[src/axi_mem_pkg.sv]
package axi_mem_pkg;

  // Burst length minus one, as on AxLEN
  typedef logic [7:0] axi_len_t;

  // Log2 of the bytes per beat, as on AxSIZE
  typedef logic [2:0] axi_size_t;

  // Where a completed memory access goes
  typedef enum logic [1:0] {
    ROUTE_NONE = 2'd0, // Write beat before the last, no response
    ROUTE_R    = 2'd1, // Read beat
    ROUTE_B    = 2'd2  // Last write beat
  } resp_route_e;

  // Bytes moved by one beat of the given size
  function automatic int unsigned beat_bytes(input axi_size_t size);
    return 32'd1 << size;
  endfunction

endpackage

[src/axi_mem_top.sv]
`timescale 1ns/1ps

module axi_mem_top #(
  parameter int unsigned AddrWidth = 16,
  parameter int unsigned DataWidth = 64,
  parameter int unsigned IdWidth   = 4,
  parameter int unsigned NumBanks  = 2,
  parameter int unsigned BufDepth  = 1
) (
  input  logic                                          clk_i,
  input  logic                                          rst_ni,
  input  logic                                          ar_valid_i,
  output logic                                          ar_ready_o,
  input  logic [AddrWidth-1:0]                          ar_addr_i,
  input  logic [IdWidth-1:0]                            ar_id_i,
  input  axi_mem_pkg::axi_len_t                         ar_len_i,
  input  axi_mem_pkg::axi_size_t                        ar_size_i,
  input  logic                                          aw_valid_i,
  output logic                                          aw_ready_o,
  input  logic [AddrWidth-1:0]                          aw_addr_i,
  input  logic [IdWidth-1:0]                            aw_id_i,
  input  axi_mem_pkg::axi_len_t                         aw_len_i,
  input  axi_mem_pkg::axi_size_t                        aw_size_i,
  input  logic                                          w_valid_i,
  output logic                                          w_ready_o,
  input  logic [DataWidth-1:0]                          w_data_i,
  input  logic [DataWidth/8-1:0]                        w_strb_i,
  output logic                                          r_valid_o,
  input  logic                                          r_ready_i,
  output logic [DataWidth-1:0]                          r_data_o,
  output logic [IdWidth-1:0]                            r_id_o,
  output logic                                          r_last_o,
  output logic                                          b_valid_o,
  input  logic                                          b_ready_i,
  output logic [IdWidth-1:0]                            b_id_o,
  output logic                                          busy_o,
  output logic [NumBanks-1:0]                           bank_req_o,
  input  logic [NumBanks-1:0]                           bank_gnt_i,
  output logic [NumBanks-1:0][AddrWidth-1:0]            bank_addr_o,
  output logic [NumBanks-1:0][DataWidth/NumBanks-1:0]   bank_wdata_o,
  output logic [NumBanks-1:0][DataWidth/NumBanks/8-1:0] bank_strb_o,
  output logic [NumBanks-1:0]                           bank_we_o,
  input  logic [NumBanks-1:0]                           bank_rvalid_i,
  input  logic [NumBanks-1:0][DataWidth/NumBanks-1:0]   bank_rdata_i
);
  import axi_mem_pkg::*;

  logic                   rd_valid, rd_ready, rd_last, rd_active;
  logic [AddrWidth-1:0]   rd_addr;
  logic [IdWidth-1:0]     rd_id;
  logic                   wr_valid, wr_ready, wr_last, wr_active;
  logic [AddrWidth-1:0]   wr_addr;
  logic [IdWidth-1:0]     wr_id;
  logic [DataWidth-1:0]   wr_data;
  logic [DataWidth/8-1:0] wr_strb;
  logic                   meta_valid, meta_ready, meta_last;
  logic [IdWidth-1:0]     meta_id;
  resp_route_e            meta_route;
  logic                   mem_req, mem_gnt, mem_we, mem_rvalid, mem_rready;
  logic [AddrWidth-1:0]   mem_addr;
  logic [DataWidth-1:0]   mem_wdata, mem_rdata;
  logic [DataWidth/8-1:0] mem_strb;
  logic                   pending;

  assign busy_o = ar_valid_i | aw_valid_i | w_valid_i | r_valid_o | b_valid_o |
                  rd_active | wr_active | pending;

  rd_burst_gen #(
    .AddrWidth (AddrWidth),
    .IdWidth   (IdWidth)
  ) u_rd_gen (
    .clk_i, .rst_ni, .ar_valid_i, .ar_ready_o, .ar_addr_i, .ar_id_i, .ar_len_i, .ar_size_i,
    .rd_valid_o (rd_valid), .rd_ready_i (rd_ready), .rd_addr_o (rd_addr),
    .rd_id_o (rd_id), .rd_last_o (rd_last), .rd_active_o (rd_active)
  );

  wr_burst_gen #(
    .AddrWidth (AddrWidth),
    .DataWidth (DataWidth),
    .IdWidth   (IdWidth)
  ) u_wr_gen (
    .clk_i, .rst_ni, .aw_valid_i, .aw_ready_o, .aw_addr_i, .aw_id_i, .aw_len_i, .aw_size_i,
    .w_valid_i, .w_ready_o, .w_data_i, .w_strb_i,
    .wr_valid_o (wr_valid), .wr_ready_i (wr_ready), .wr_addr_o (wr_addr),
    .wr_id_o (wr_id), .wr_last_o (wr_last), .wr_data_o (wr_data),
    .wr_strb_o (wr_strb), .wr_active_o (wr_active)
  );

  rw_arbiter #(
    .AddrWidth (AddrWidth),
    .DataWidth (DataWidth),
    .IdWidth   (IdWidth)
  ) u_arb (
    .clk_i, .rst_ni,
    .rd_valid_i (rd_valid), .rd_ready_o (rd_ready), .rd_addr_i (rd_addr),
    .rd_id_i (rd_id), .rd_last_i (rd_last), .rd_active_i (rd_active),
    .wr_valid_i (wr_valid), .wr_ready_o (wr_ready), .wr_addr_i (wr_addr),
    .wr_id_i (wr_id), .wr_last_i (wr_last), .wr_data_i (wr_data),
    .wr_strb_i (wr_strb), .wr_active_i (wr_active),
    .meta_ready_i (meta_ready), .mem_gnt_i (mem_gnt),
    .meta_valid_o (meta_valid), .meta_id_o (meta_id), .meta_last_o (meta_last),
    .meta_route_o (meta_route), .mem_req_o (mem_req), .mem_addr_o (mem_addr),
    .mem_wdata_o (mem_wdata), .mem_strb_o (mem_strb), .mem_we_o (mem_we)
  );

  resp_path #(
    .DataWidth (DataWidth),
    .IdWidth   (IdWidth),
    .BufDepth  (BufDepth)
  ) u_resp (
    .clk_i, .rst_ni,
    .meta_valid_i (meta_valid), .meta_ready_o (meta_ready), .meta_id_i (meta_id),
    .meta_last_i (meta_last), .meta_route_i (meta_route),
    .mem_rvalid_i (mem_rvalid), .mem_rready_o (mem_rready), .mem_rdata_i (mem_rdata),
    .r_valid_o, .r_ready_i, .r_data_o, .r_id_o, .r_last_o,
    .b_valid_o, .b_ready_i, .b_id_o, .pending_o (pending)
  );

  bank_splitter #(
    .AddrWidth (AddrWidth),
    .DataWidth (DataWidth),
    .NumBanks  (NumBanks)
  ) u_banks (
    .clk_i, .rst_ni,
    .mem_req_i (mem_req), .mem_gnt_o (mem_gnt), .mem_addr_i (mem_addr),
    .mem_wdata_i (mem_wdata), .mem_strb_i (mem_strb), .mem_we_i (mem_we),
    .mem_rvalid_o (mem_rvalid), .mem_rready_i (mem_rready), .mem_rdata_o (mem_rdata),
    .bank_req_o, .bank_gnt_i, .bank_addr_o, .bank_wdata_o, .bank_strb_o,
    .bank_we_o, .bank_rvalid_i, .bank_rdata_i
  );

endmodule

[src/bank_splitter.sv]
`timescale 1ns/1ps

module bank_splitter #(
  parameter int unsigned AddrWidth = 16,
  parameter int unsigned DataWidth = 64,
  parameter int unsigned NumBanks  = 2
) (
  input  logic                                         clk_i,
  input  logic                                         rst_ni,
  input  logic                                         mem_req_i,
  output logic                                         mem_gnt_o,
  input  logic [AddrWidth-1:0]                         mem_addr_i,
  input  logic [DataWidth-1:0]                         mem_wdata_i,
  input  logic [DataWidth/8-1:0]                       mem_strb_i,
  input  logic                                         mem_we_i,
  output logic                                         mem_rvalid_o,
  input  logic                                         mem_rready_i,
  output logic [DataWidth-1:0]                         mem_rdata_o,
  output logic [NumBanks-1:0]                          bank_req_o,
  input  logic [NumBanks-1:0]                          bank_gnt_i,
  output logic [NumBanks-1:0][AddrWidth-1:0]           bank_addr_o,
  output logic [NumBanks-1:0][DataWidth/NumBanks-1:0]  bank_wdata_o,
  output logic [NumBanks-1:0][DataWidth/NumBanks/8-1:0] bank_strb_o,
  output logic [NumBanks-1:0]                          bank_we_o,
  input  logic [NumBanks-1:0]                          bank_rvalid_i,
  input  logic [NumBanks-1:0][DataWidth/NumBanks-1:0]  bank_rdata_i
);

  localparam int unsigned BankBits  = DataWidth / NumBanks;
  localparam int unsigned BankBytes = BankBits / 8;
  localparam int unsigned WordBytes = DataWidth / 8;

  logic [AddrWidth-1:0]               word_addr;
  logic [NumBanks-1:0]                wait_q;      // Granted by bank, answer not back yet
  logic [NumBanks-1:0]                rsp_valid_q;
  logic [NumBanks-1:0][BankBits-1:0]  rsp_data_q;
  logic [NumBanks-1:0]                rsp_avail;
  logic                               load, pop;

  assign word_addr = mem_addr_i & ~AddrWidth'(WordBytes - 1);

  // One access in flight per bank, request and response stages included
  assign mem_gnt_o = ~|(bank_req_o | wait_q | rsp_valid_q);
  assign load      = mem_req_i & mem_gnt_o;

  // Responses fall through until the last bank has answered
  assign rsp_avail    = rsp_valid_q | bank_rvalid_i;
  assign mem_rvalid_o = &rsp_avail;
  assign pop          = mem_rvalid_o & mem_rready_i;

  always_comb begin
    for (int i = 0; i < NumBanks; i++) begin
      mem_rdata_o[i*BankBits +: BankBits] = rsp_valid_q[i] ? rsp_data_q[i] : bank_rdata_i[i];
    end
  end

  // Request payload, one slice per bank
  always_ff @(posedge clk_i) begin
    if (load) begin
      for (int i = 0; i < NumBanks; i++) begin
        bank_addr_o[i]  <= word_addr + AddrWidth'(i * BankBytes);
        bank_wdata_o[i] <= mem_wdata_i[i*BankBits +: BankBits];
        bank_strb_o[i]  <= mem_strb_i[i*BankBytes +: BankBytes];
        bank_we_o[i]    <= mem_we_i;
      end
    end
  end

  always_ff @(posedge clk_i) begin
    for (int i = 0; i < NumBanks; i++) begin
      if (bank_rvalid_i[i] && !rsp_valid_q[i]) begin
        rsp_data_q[i] <= bank_rdata_i[i];
      end
    end
  end

  always_ff @(posedge clk_i or negedge rst_ni) begin
    if (!rst_ni) begin
      bank_req_o  <= '0;
      wait_q      <= '0;
      rsp_valid_q <= '0;
    end else begin
      for (int i = 0; i < NumBanks; i++) begin
        if (load) begin
          bank_req_o[i] <= 1'b1;
        end else if (bank_gnt_i[i]) begin
          bank_req_o[i] <= 1'b0;
        end
        if (bank_req_o[i] && bank_gnt_i[i]) begin
          wait_q[i] <= 1'b1;
        end else if (bank_rvalid_i[i]) begin
          wait_q[i] <= 1'b0;
        end
        if (pop) begin
          rsp_valid_q[i] <= 1'b0;
        end else if (bank_rvalid_i[i]) begin
          rsp_valid_q[i] <= 1'b1; // Hold until the other banks answer
        end
      end
    end
  end

endmodule

[src/rd_burst_gen.sv]
`timescale 1ns/1ps

module rd_burst_gen #(
  parameter int unsigned AddrWidth = 16,
  parameter int unsigned IdWidth   = 4
) (
  input  logic                   clk_i,
  input  logic                   rst_ni,
  input  logic                   ar_valid_i,
  output logic                   ar_ready_o,
  input  logic [AddrWidth-1:0]   ar_addr_i,
  input  logic [IdWidth-1:0]     ar_id_i,
  input  axi_mem_pkg::axi_len_t  ar_len_i,
  input  axi_mem_pkg::axi_size_t ar_size_i,
  output logic                   rd_valid_o,
  input  logic                   rd_ready_i,
  output logic [AddrWidth-1:0]   rd_addr_o,
  output logic [IdWidth-1:0]     rd_id_o,
  output logic                   rd_last_o,
  output logic                   rd_active_o
);
  import axi_mem_pkg::*;

  axi_len_t             cnt_q;   // Beats still to issue
  axi_len_t             rem;
  axi_size_t            size_q;
  axi_size_t            size_sel;
  logic [AddrWidth-1:0] addr_q;  // Next beat address, already aligned
  logic [AddrWidth-1:0] step;
  logic [IdWidth-1:0]   id_q;
  logic                 take;

  assign rd_active_o = (cnt_q != '0);
  assign rd_valid_o  = rd_active_o | ar_valid_i;
  assign rd_addr_o   = rd_active_o ? addr_q : ar_addr_i; // First beat keeps its offset
  assign rd_id_o     = rd_active_o ? id_q : ar_id_i;
  assign size_sel    = rd_active_o ? size_q : ar_size_i;
  assign step        = AddrWidth'(beat_bytes(size_sel));

  // Remaining count after this beat
  assign rem        = rd_active_o ? cnt_q - 8'd1 : ar_len_i;
  assign rd_last_o  = (rem == '0);
  assign ar_ready_o = ~rd_active_o & rd_ready_i;
  assign take       = rd_valid_o & rd_ready_i;

  always_ff @(posedge clk_i or negedge rst_ni) begin
    if (!rst_ni) begin
      cnt_q <= '0;
    end else if (take) begin
      cnt_q <= rem;
    end
  end

  always_ff @(posedge clk_i) begin
    if (take) begin
      addr_q <= (rd_addr_o & ~(step - 1'b1)) + step; // Step from the aligned base
      if (!rd_active_o) begin
        id_q   <= ar_id_i;
        size_q <= ar_size_i;
      end
    end
  end

endmodule

[src/resp_path.sv]
`timescale 1ns/1ps

module resp_path #(
  parameter int unsigned DataWidth = 64,
  parameter int unsigned IdWidth   = 4,
  parameter int unsigned BufDepth  = 1
) (
  input  logic                     clk_i,
  input  logic                     rst_ni,
  input  logic                     meta_valid_i,
  output logic                     meta_ready_o,
  input  logic [IdWidth-1:0]       meta_id_i,
  input  logic                     meta_last_i,
  input  axi_mem_pkg::resp_route_e meta_route_i,
  input  logic                     mem_rvalid_i,
  output logic                     mem_rready_o,
  input  logic [DataWidth-1:0]     mem_rdata_i,
  output logic                     r_valid_o,
  input  logic                     r_ready_i,
  output logic [DataWidth-1:0]     r_data_o,
  output logic [IdWidth-1:0]       r_id_o,
  output logic                     r_last_o,
  output logic                     b_valid_o,
  input  logic                     b_ready_i,
  output logic [IdWidth-1:0]       b_id_o,
  output logic                     pending_o
);
  import axi_mem_pkg::*;

  localparam int unsigned Depth = BufDepth + 1;
  localparam int unsigned PtrW  = (Depth > 1) ? $clog2(Depth) : 1;
  localparam int unsigned CntW  = $clog2(Depth + 1);

  logic [IdWidth-1:0] id_mem    [Depth];
  logic               last_mem  [Depth];
  resp_route_e        route_mem [Depth];

  logic [PtrW-1:0] wr_ptr_q, rd_ptr_q;
  logic [CntW-1:0] cnt_q;
  logic            empty, push, pop;
  resp_route_e     head_route;

  assign empty        = (cnt_q == '0);
  assign meta_ready_o = (cnt_q != CntW'(Depth));
  assign push         = meta_valid_i & meta_ready_o;
  assign head_route   = route_mem[rd_ptr_q];
  assign pending_o    = ~empty;

  // Join the memory response with the head entry and steer it
  assign r_valid_o = ~empty & mem_rvalid_i & (head_route == ROUTE_R);
  assign b_valid_o = ~empty & mem_rvalid_i & (head_route == ROUTE_B);

  always_comb begin
    case (head_route)
      ROUTE_R: mem_rready_o = ~empty & r_ready_i;
      ROUTE_B: mem_rready_o = ~empty & b_ready_i;
      default: mem_rready_o = ~empty; // Dropped without output
    endcase
  end

  assign pop      = mem_rvalid_i & mem_rready_o;
  assign r_data_o = mem_rdata_i;
  assign r_id_o   = id_mem[rd_ptr_q];
  assign r_last_o = last_mem[rd_ptr_q];
  assign b_id_o   = id_mem[rd_ptr_q];

  always_ff @(posedge clk_i) begin
    if (push) begin
      id_mem[wr_ptr_q]    <= meta_id_i;
      last_mem[wr_ptr_q]  <= meta_last_i;
      route_mem[wr_ptr_q] <= meta_route_i;
    end
  end

  always_ff @(posedge clk_i or negedge rst_ni) begin
    if (!rst_ni) begin
      wr_ptr_q <= '0;
      rd_ptr_q <= '0;
      cnt_q    <= '0;
    end else begin
      if (push) begin
        wr_ptr_q <= (wr_ptr_q == PtrW'(Depth - 1)) ? '0 : wr_ptr_q + 1'b1;
      end
      if (pop) begin
        rd_ptr_q <= (rd_ptr_q == PtrW'(Depth - 1)) ? '0 : rd_ptr_q + 1'b1;
      end
      cnt_q <= cnt_q + CntW'(push) - CntW'(pop);
    end
  end

endmodule

[src/rw_arbiter.sv]
`timescale 1ns/1ps

module rw_arbiter #(
  parameter int unsigned AddrWidth = 16,
  parameter int unsigned DataWidth = 64,
  parameter int unsigned IdWidth   = 4
) (
  input  logic                     clk_i,
  input  logic                     rst_ni,
  input  logic                     rd_valid_i,
  output logic                     rd_ready_o,
  input  logic [AddrWidth-1:0]     rd_addr_i,
  input  logic [IdWidth-1:0]       rd_id_i,
  input  logic                     rd_last_i,
  input  logic                     rd_active_i,
  input  logic                     wr_valid_i,
  output logic                     wr_ready_o,
  input  logic [AddrWidth-1:0]     wr_addr_i,
  input  logic [IdWidth-1:0]       wr_id_i,
  input  logic                     wr_last_i,
  input  logic [DataWidth-1:0]     wr_data_i,
  input  logic [DataWidth/8-1:0]   wr_strb_i,
  input  logic                     wr_active_i,
  input  logic                     meta_ready_i,
  input  logic                     mem_gnt_i,
  output logic                     meta_valid_o,
  output logic [IdWidth-1:0]       meta_id_o,
  output logic                     meta_last_o,
  output axi_mem_pkg::resp_route_e meta_route_o,
  output logic                     mem_req_o,
  output logic [AddrWidth-1:0]     mem_addr_o,
  output logic [DataWidth-1:0]     mem_wdata_o,
  output logic [DataWidth/8-1:0]   mem_strb_o,
  output logic                     mem_we_o
);
  import axi_mem_pkg::*;

  logic sel_q, sel;  // High selects the write side
  logic lock_q;
  logic sel_valid, can_issue, issue;

  always_comb begin
    sel = sel_q;
    if (!lock_q) begin
      if (wr_valid_i ^ rd_valid_i) begin
        sel = wr_valid_i;
      end else if (wr_valid_i && rd_valid_i) begin
        if (wr_last_i && !rd_last_i) begin
          sel = 1'b1;     // Single write before a read burst
        end else if (wr_active_i) begin
          sel = 1'b1;
        end else if (rd_active_i) begin
          sel = 1'b0;
        end else begin
          sel = ~sel_q;   // Round robin
        end
      end
    end
  end

  // Metadata push and memory request happen together or not at all
  assign sel_valid = sel ? wr_valid_i : rd_valid_i;
  assign can_issue = meta_ready_i & mem_gnt_i;
  assign issue     = sel_valid & can_issue;

  assign rd_ready_o   = ~sel & issue;
  assign wr_ready_o   = sel & issue;
  assign meta_valid_o = issue;
  assign mem_req_o    = issue;

  assign meta_id_o    = sel ? wr_id_i : rd_id_i;
  assign meta_last_o  = sel ? wr_last_i : rd_last_i;
  assign meta_route_o = !sel ? ROUTE_R : (wr_last_i ? ROUTE_B : ROUTE_NONE);

  assign mem_addr_o  = sel ? wr_addr_i : rd_addr_i;
  assign mem_wdata_o = wr_data_i;
  assign mem_strb_o  = sel ? wr_strb_i : '0;
  assign mem_we_o    = sel;

  always_ff @(posedge clk_i or negedge rst_ni) begin
    if (!rst_ni) begin
      sel_q  <= 1'b0;
      lock_q <= 1'b0;
    end else begin
      sel_q  <= sel;
      lock_q <= sel_valid & ~can_issue; // Hold the choice until it issues
    end
  end

endmodule

[src/wr_burst_gen.sv]
`timescale 1ns/1ps

module wr_burst_gen #(
  parameter int unsigned AddrWidth = 16,
  parameter int unsigned DataWidth = 64,
  parameter int unsigned IdWidth   = 4
) (
  input  logic                   clk_i,
  input  logic                   rst_ni,
  input  logic                   aw_valid_i,
  output logic                   aw_ready_o,
  input  logic [AddrWidth-1:0]   aw_addr_i,
  input  logic [IdWidth-1:0]     aw_id_i,
  input  axi_mem_pkg::axi_len_t  aw_len_i,
  input  axi_mem_pkg::axi_size_t aw_size_i,
  input  logic                   w_valid_i,
  output logic                   w_ready_o,
  input  logic [DataWidth-1:0]   w_data_i,
  input  logic [DataWidth/8-1:0] w_strb_i,
  output logic                   wr_valid_o,
  input  logic                   wr_ready_i,
  output logic [AddrWidth-1:0]   wr_addr_o,
  output logic [IdWidth-1:0]     wr_id_o,
  output logic                   wr_last_o,
  output logic [DataWidth-1:0]   wr_data_o,
  output logic [DataWidth/8-1:0] wr_strb_o,
  output logic                   wr_active_o
);
  import axi_mem_pkg::*;

  axi_len_t             cnt_q;
  axi_len_t             rem;
  axi_size_t            size_q;
  axi_size_t            size_sel;
  logic [AddrWidth-1:0] addr_q;
  logic [AddrWidth-1:0] step;
  logic [IdWidth-1:0]   id_q;
  logic                 take;

  assign wr_active_o = (cnt_q != '0);

  // A beat needs W data, and the first one needs AW as well
  assign wr_valid_o = w_valid_i & (wr_active_o | aw_valid_i);
  assign wr_addr_o  = wr_active_o ? addr_q : aw_addr_i;
  assign wr_id_o    = wr_active_o ? id_q : aw_id_i;
  assign wr_data_o  = w_data_i;
  assign wr_strb_o  = w_strb_i;
  assign size_sel   = wr_active_o ? size_q : aw_size_i;
  assign step       = AddrWidth'(beat_bytes(size_sel));

  assign rem        = wr_active_o ? cnt_q - 8'd1 : aw_len_i;
  assign wr_last_o  = (rem == '0);
  assign take       = wr_valid_o & wr_ready_i;
  assign aw_ready_o = ~wr_active_o & wr_ready_i; // Together with w_ready_o on the first beat
  assign w_ready_o  = wr_ready_i;

  always_ff @(posedge clk_i or negedge rst_ni) begin
    if (!rst_ni) begin
      cnt_q <= '0;
    end else if (take) begin
      cnt_q <= rem;
    end
  end

  always_ff @(posedge clk_i) begin
    if (take) begin
      addr_q <= (wr_addr_o & ~(step - 1'b1)) + step;
      if (!wr_active_o) begin
        id_q   <= aw_id_i;
        size_q <= aw_size_i;
      end
    end
  end

endmodule
[config.mk]
export PLATFORM = sky130hd
export DESIGN_NAME = axi_mem_top
export DESIGN_NICKNAME = d
export VERILOG_FILES = /design/src/axi_mem_pkg.sv /design/src/axi_mem_top.sv /design/src/bank_splitter.sv /design/src/rd_burst_gen.sv /design/src/resp_path.sv /design/src/rw_arbiter.sv /design/src/wr_burst_gen.sv
export SDC_FILE = /design/constraint.sdc
export NUM_CORES = 1
export LEC_CHECK = 0
export BUFFER_PORTS_ARGS = -buffer_cell sky130_fd_sc_hd__clkbuf_2
export CAP_MARGIN = 5
export CORE_MARGIN = 3
export CORE_UTILIZATION = 50
export DETAILED_ROUTE_END_ITERATION = 12
export HOLD_SLACK_MARGIN = 0.15
export PLACE_DENSITY = 0.79
export SLEW_MARGIN = 40
export SYNTH_ARGS = -nofsm -noshare
export SYNTH_HDL_FRONTEND = slang
export SYNTH_SLANG_ARGS = --single-unit
export TNS_END_PERCENT = 30
[constraint.sdc]
create_clock -name clk_i -period 6.3 [get_ports clk_i]
set_input_delay 0.63 -clock clk_i [delete_from_list [all_inputs] [get_ports clk_i]]
set_output_delay 0.63 -clock clk_i [all_outputs]
set_load 0.05 [all_outputs]
# Word level (Yosys, flattened, before mapping)
# Memories as Yosys holds them, arrays and structs flattened.
# Cells that the tools add are included.
[totals]
ff_bits = 240
out_inout_bits = 187
mem_bits_rw = 14
input_bits = 209
n_memories = 3
word_cells = 150
[mem_list]
columns = ["name", "words", "word_bits", "rd", "rd_ports_with_merged_regs", "wr", "line_no", "source"]
rows = [
  ["u_resp.id_mem", 2, 4, 1, 0, 1, "resp_path.sv:34", "logic [IdWidth-1:0] id_mem [Depth];"],
  ["u_resp.route_mem", 2, 2, 1, 0, 1, "resp_path.sv:36", "resp_route_e route_mem [Depth];"],
  ["u_resp.last_mem", 2, 1, 1, 0, 1, "resp_path.sv:35", "logic last_mem [Depth];"],
]
[op_classes]
bitwise_logic = 41
reduce_logical = 23
eq_ne = 3
add_sub_neg = 11
n_shift = 2
muxes = 39
[ops]
columns = ["operator", "n"]
rows = [
  ["2-to-1 mux 32 bit", 2],
  ["2-to-1 mux 16 bit", 3],
  ["adder 16 bit", 2],
  ["AND 16 bit", 2],
  ["NOT 16 bit", 2],
  ["<< shifter 1 x 3 -> 16 bit, first input constant", 2],
  ["subtractor 16 x 1 -> 16 bit, second input constant", 2],
  ["2-to-1 mux 1 bit", 24],
  ["AND 1 bit", 18],
  ["adder 16 x 3 -> 16 bit, second input constant", 1],
  ["zero test 8 bit", 2],
  ["2-to-1 mux 8 bit", 2],
  ["nonzero test 8 bit", 2],
  ["subtractor 8 x 1 -> 8 bit, second input constant", 2],
  ["2-to-1 mux 4 bit", 3],
  ["nonzero test 2 bit", 6],
  ["bitwise OR 1 bit", 9],
  ["logical AND 1 bit", 6],
  ["2-to-1 mux 3 bit", 2],
  ["NOT 1 bit", 6],
  ["bitwise OR 2 bit", 3],
  ["zero test 1 bit", 4],
  ["2-to-1 mux 2 bit", 2],
  ["adder 1 bit, second input constant", 2],
  ["other kinds (10)", 10],
]

# Depth between registers and ports, before layout
[depth]
word_depth = 14
mapped_depth = 23
mapped_depth_nobuf = 20

# Hierarchy
# A second synthesis with hierarchy kept.
[hier_totals]
hier_cells = 1270
hier_area_um2 = 14094.8
[by_module_without_submodules]
columns = ["module", "area_each_um2", "n_inst", "seq_area_each_um2", "cells_each"]
rows = [
  ["bank_splitter", 5704.2, 1, 4654.5, 273],
  ["wr_burst_gen", 3375.7, 1, 890.9, 428],
  ["rd_burst_gen", 2657.5, 1, 890.9, 330],
  ["resp_path", 1288.7, 1, 520.5, 118],
  ["rw_arbiter", 1052.3, 1, 50.0, 118],
  ["axi_mem_top", 16.3, 1, 0.0, 3],
]

# Worst setup path after synthesis
# No wires, ideal clock.
[synth_timing]
kind = "register -> register"
start = "reg u_wr_gen.cnt_q[0]"
end = "reg u_wr_gen.addr_q[15], data pin"
required_time_ns = 6.042
arrival_ns = 5.075
synth_period_minus_slack_ns = 5.333
setup_ns = 0.258
path_slack_ns = 0.967
path_stages_with_launch = 23
path_buffers = 3
path_cell_list = "dfrtp_1 > inv_1 > ha_1 > nor4b_1 > nand2_1 > clkbuf_1 > buf_1 > clkbuf_1 > nor4b_1 > a31oi_1 > ha_1 > inv_1 > xnor2_1 > a21oi_1 > ha_1 > or4bb_1 > nor4_1 > a211oi_1 > o221ai_1 > a21oi_1 > nor3b_1 > nand4_1 > xnor2_1"
[synth_via]
elab_chain_cells = 7
elab_cells_between_ends = 8
cone_classes = "add/sub (2); shift (1); mux (2); bitwise (2); reduce/logical (1)"
[synth_lines]
columns = ["element", "line_no", "source"]
rows = [
  ["start, declared", "wr_burst_gen.sv:31", "axi_len_t cnt_q;"],
  ["start signal, assigned", "wr_burst_gen.sv:61", "cnt_q <= rem;"],
  ["nonzero test 8 bit (*)", "wr_burst_gen.sv:40", "assign wr_active_o = (cnt_q != '0);"],
  ["2-to-1 mux 3 bit", "wr_burst_gen.sv:48", "assign size_sel = wr_active_o ? size_q : aw_size_i;"],
  ["<< shifter 1 x 3 -> 16 bit", "axi_mem_pkg.sv:18", "return 32'd1 << size;"],
  ["subtractor 16 x 1 -> 16 bit", "wr_burst_gen.sv:67", "addr_q <= (wr_addr_o & ~(step - 1'b1)) + step;"],
  ["NOT 16 bit", "wr_burst_gen.sv:67", ""],
  ["AND 16 bit", "wr_burst_gen.sv:67", ""],
  ["adder 16 bit (*)", "wr_burst_gen.sv:67", ""],
  ["end signal, assigned", "wr_burst_gen.sv:67", ""],
  ["end, declared", "wr_burst_gen.sv:35", "logic [AddrWidth-1:0] addr_q;"],
]
# Mark *: on every way between the ends. The rest lies on a longest branch, timed or not.
# A chain may end at the register's enable or synchronous reset.

# Worst setup path after layout
[layout_timing]
start = "reg u_rd_gen.cnt_q[0]"
end = "reg u_rd_gen.addr_q[15], data pin"
[layout_via]
elab_chain_cells = 7
elab_cells_between_ends = 8
cone_classes = "add/sub (2); shift (1); mux (2); bitwise (2); reduce/logical (1)"
[layout_lines]
columns = ["element", "line_no", "source"]
rows = [
  ["start, declared", "rd_burst_gen.sv:24", "axi_len_t cnt_q;"],
  ["start signal, assigned", "rd_burst_gen.sv:50", "cnt_q <= rem;"],
  ["nonzero test 8 bit (*)", "rd_burst_gen.sv:33", "assign rd_active_o = (cnt_q != '0);"],
  ["2-to-1 mux 3 bit", "rd_burst_gen.sv:37", "assign size_sel = rd_active_o ? size_q : ar_size_i;"],
  ["<< shifter 1 x 3 -> 16 bit", "axi_mem_pkg.sv:18", ""],
  ["subtractor 16 x 1 -> 16 bit", "rd_burst_gen.sv:56", "addr_q <= (rd_addr_o & ~(step - 1'b1)) + step;"],
  ["NOT 16 bit", "rd_burst_gen.sv:56", ""],
  ["AND 16 bit", "rd_burst_gen.sv:56", ""],
  ["adder 16 bit (*)", "rd_burst_gen.sv:56", ""],
  ["end signal, assigned", "rd_burst_gen.sv:56", ""],
  ["end, declared", "rd_burst_gen.sv:28", "logic [AddrWidth-1:0] addr_q;"],
]
# Marks and branches as above.

==> results by group <==
Drt
  • Vias per cell: 5.636
  • Iter 0 DRT Violations: 817
  • Routed len/inst: 20.73 µm
  • Routed vias: 9728
  • DR DRC count: 0
  • DR pass1 iterations: 6
  • DRT antenna net count: 0
  • Total routed wirelength: 35780 µm

Critical path
  • Worst endpoint required time: 6530 ps
  • Most frequent cell on the critical path: ha_1
  • Worst-path maximum fanout: 13
  • Critical path cell sequence: inv_1, ha_1, nor4b_1, nand2_1, or3_1, o31a_1, ha_1, inv_1, xnor2_1, nor3_1, ha_1, nor4bb_1, a41oi_1, o21ai_0, a21oi_1, o21a_1, or2_2, a2111oi_0, o311ai_0
  • R2r endpoint: u_rd_gen.addr_q[15]$_DFFE_PP_
  • R2r worst-path depth: 19
  • Reg2Reg Setup Slack: 640 ps
  • Critical path's slowest cell: nor4b_1
  • Setup CP Type: flop to flop
  • Arrival time worst endpoint: 5890 ps
  • Crit start category: flop
  • Worst stage delay on the critical path: 640 ps
  • Top delay family on crit path: simple AND/OR/NAND/NOR gates
  • CP bufs+invs: 2
  • Worst r2r src: u_rd_gen.cnt_q[0]$_DFFE_PN0P_
  • Setup crit end kind: flop

Power and ir drop
  • Maximum VDD drop: 0.0002761 V
  • Cell Pwr Density: 433.8 mW/mm²
  • Static Leakage: 6.284 nW
  • Total Power: 6.589 mW

Clocking
  • Post-CTS Resized: 0
  • CTS tree: done
  • Clk_lat worst skew: 530 ps
  • # hold bufs at CTS: 0
  • Clk slew on worst S/H paths: 60 ps
  • CTS buffer count: 27
  • CTS root buf: clkbuf_16
  • Post-CTS Setup Bufs: 0
  • Htree depth: 1
  • Clock tree buffer depth: 3
  • Clk sinks: 238

Synth
  • Post-synth EDFFs: 210
  • Most numerous cell in the Yosys netlist: edfxtp_1
  • Yosys top cell area share: 51.75%
  • Largest area contributor in the netlist: edfxtp_1
  • Synth top cells by count: edfxtp_1, nand2_1, mux2_2
  • Synth warnings: 0
  • Asr flop ratio synth: 11.76%
  • Yosys cell types: 74
  • Avg Synthesized Cell Area: 11.96 µm²
  • Seq/Total Area, Yosys: 57.50%
  • Seq cells post-synth: 238
  • Top FF cell, synth: edfxtp_1
  • Post-Synthesis Cells: 1019
  • Cell Area, Synth: 0.01219 mm²
  • Synth top area cells: edfxtp_1, mux2_2, dfrtp_1

Job
  • Max cap viols: 0

Global routing
  • Via count of the first global-routing pass: 9519
  • Largest net degree at the start of global routing: 37
  • Total GRT Usage: 25.99%
  • GR Overflow Total: 0
  • Initial antenna violation count: 7
  • First-pass GRT wire length: 53570 µm

Finish
  • NumNets Final: 1607
  • Share of cells above drive strength 1: 39.26%
  • Syn-to-layout area delta: 24.65%
  • Post-route design area: 0.01519 mm²

Place
  • Cell Area, Placed: 0.01428 mm²
  • IO Port Bufs: 389
  • GPL Wtd Cong: 0.9061
  • DPL Wire Length: 27200 µm

Die
  • Die width: 162.1 µm
  • Initial core utilization: 51.45%
  • Die area: 0.02628 mm²
  • Num ports: 396
  • Die Height: 162.1 µm
  • # rows: 56
  • Core area: 0.02368 mm²

STA
  • Hold Fails Final Rpt: 0
  • Setup Skew: 14.87 ps
  • RSZ-0062 raised after global routing: false
  • Setup violations, final: 0
  • Fin. max-slew vios: 0
  • Worst Tran Pin Value: 734.2 ps
  • Setup Total Neg Slack: 0 ps
  • Fin crit period: 5660 ps
  • Final period util: 89.84%
  • Hold_ws: 144.3 ps
  • Fmax: 176.7 MHz
  • Worst relative slew slack: 50.36%

Outcome
  • Status: finished, final reports clean

Hold path
  • Hold crit path type: input port to async pin
## cell usage in the layout, fill, tap and decap left out, types with 29 or more instances in the layout
cell	n
nor2_1	67
mux2i_1	46
o21ai_0	39
clkbuf_2	388
nand2_1	86
a21oi_1	45
edfxtp_1	210
inv_1	36
mux2_2	84
nor3_1	29
## per-stage QoR
step / util (%) / worst slack, ps / instances
3_5_place_dp: 60.29 / 747.5 / 1671
3_3_place_gp: 60.29 / 1037 / 1671
2_1_floorplan: - / 966.6 / 1023
5_1_grt: 64.14 / 276.4 / 1726
4_1_cts: 64.05 / 700.9 / 1720
6_report: 64.14 / 640.3 / 1726
## power by group
part / leakage [nW] / switching [mW] / internal, mW / total (mW)
combinational: 3.60 / 2.00 / 0.734 / 2.73
sequential: 2.26 / 0.162 / 2.13 / 2.29
clock: 0.427 / 0.619 / 0.950 / 1.57
total: 6.28 / 2.78 / 3.81 / 6.59
## how the worst max path moves through the flow
stage                                  startpoint                            end  slack (ps)  depth (start not counted)
global route        u_rd_gen.cnt_q[0]$_DFFE_PN0P_  u_rd_gen.addr_q[15]$_DFFE_PP_         280                         19
floorplan           u_wr_gen.cnt_q[0]$_DFFE_PN0P_  u_wr_gen.addr_q[15]$_DFFE_PP_         970                         22
finish              u_rd_gen.cnt_q[0]$_DFFE_PN0P_  u_rd_gen.addr_q[15]$_DFFE_PP_         640                         19
CTS                 u_rd_gen.cnt_q[0]$_DFFE_PN0P_                      w_ready_o         700                         12
global placement    u_rd_gen.cnt_q[0]$_DFFE_PN0P_  u_rd_gen.addr_q[15]$_DFFE_PP_        1040                         19
detailed placement  u_rd_gen.cnt_q[0]$_DFFE_PN0P_  u_rd_gen.addr_q[15]$_DFFE_PP_         750                         19
## flip-flops by register name, summed over array words and instances, names as in the netlist, 2 cells and up
| name | count |
|---|---|
| u_banks.bank_addr_o | 13 |
| u_banks.bank_req_o | 2 |
| u_banks.bank_strb_o | 8 |
| u_banks.bank_wdata_o | 64 |
| u_banks.rsp_data_q | 64 |
| u_banks.rsp_valid_q | 2 |
| u_banks.wait_q | 2 |
| u_rd_gen.addr_q | 16 |
| u_rd_gen.cnt_q | 8 |
| u_rd_gen.id_q | 4 |
| u_rd_gen.size_q | 3 |
| u_resp.cnt_q | 2 |
| u_resp.id_mem | 8 |
| u_resp.last_mem | 2 |
| u_resp.route_mem | 4 |
| u_wr_gen.addr_q | 16 |
| u_wr_gen.cnt_q | 8 |
| u_wr_gen.id_q | 4 |
| u_wr_gen.size_q | 3 |
## layout make-up
class | count | area, µm²
Antenna cell | 6 | 15.01
Clock buffer | 32 | 694.4
Clock inverter | 17 | 196.4
Fill cell | 1868 | 8493
Inverter | 39 | 146.4
Multi-Input combinational cell | 673 | 4687
Sequential cell | 238 | 7007
Tap cell | 319 | 399.1
Timing Repair Buffer | 402 | 2044
## routing by layer
layer | global-route usage [%] | up-vias | part of all wire [%]
li1 | - | 4519 | -
met1 | 31.06 | 4641 | 37
met2 | 46.47 | 485 | 51
met3 | 5.330 | 81 | 7.8
met4 | 9.500 | 2 | 3.7
met5 | 0 | - | 0.036
## cell families after synthesis
family,after synthesis,synth area share [%]
AND/OR/NAND/NOR,318,13.42
flip-flops,238,57.50
AO/OA/AOI/OAI,165,8.718
multiplexers,130,11.54
buffers and inverters,112,4.354
XOR/XNOR,37,2.659
adder cells (fa/ha/maj),17,1.746
other,2,0.06163
Power figures use the tool's default switching activity.
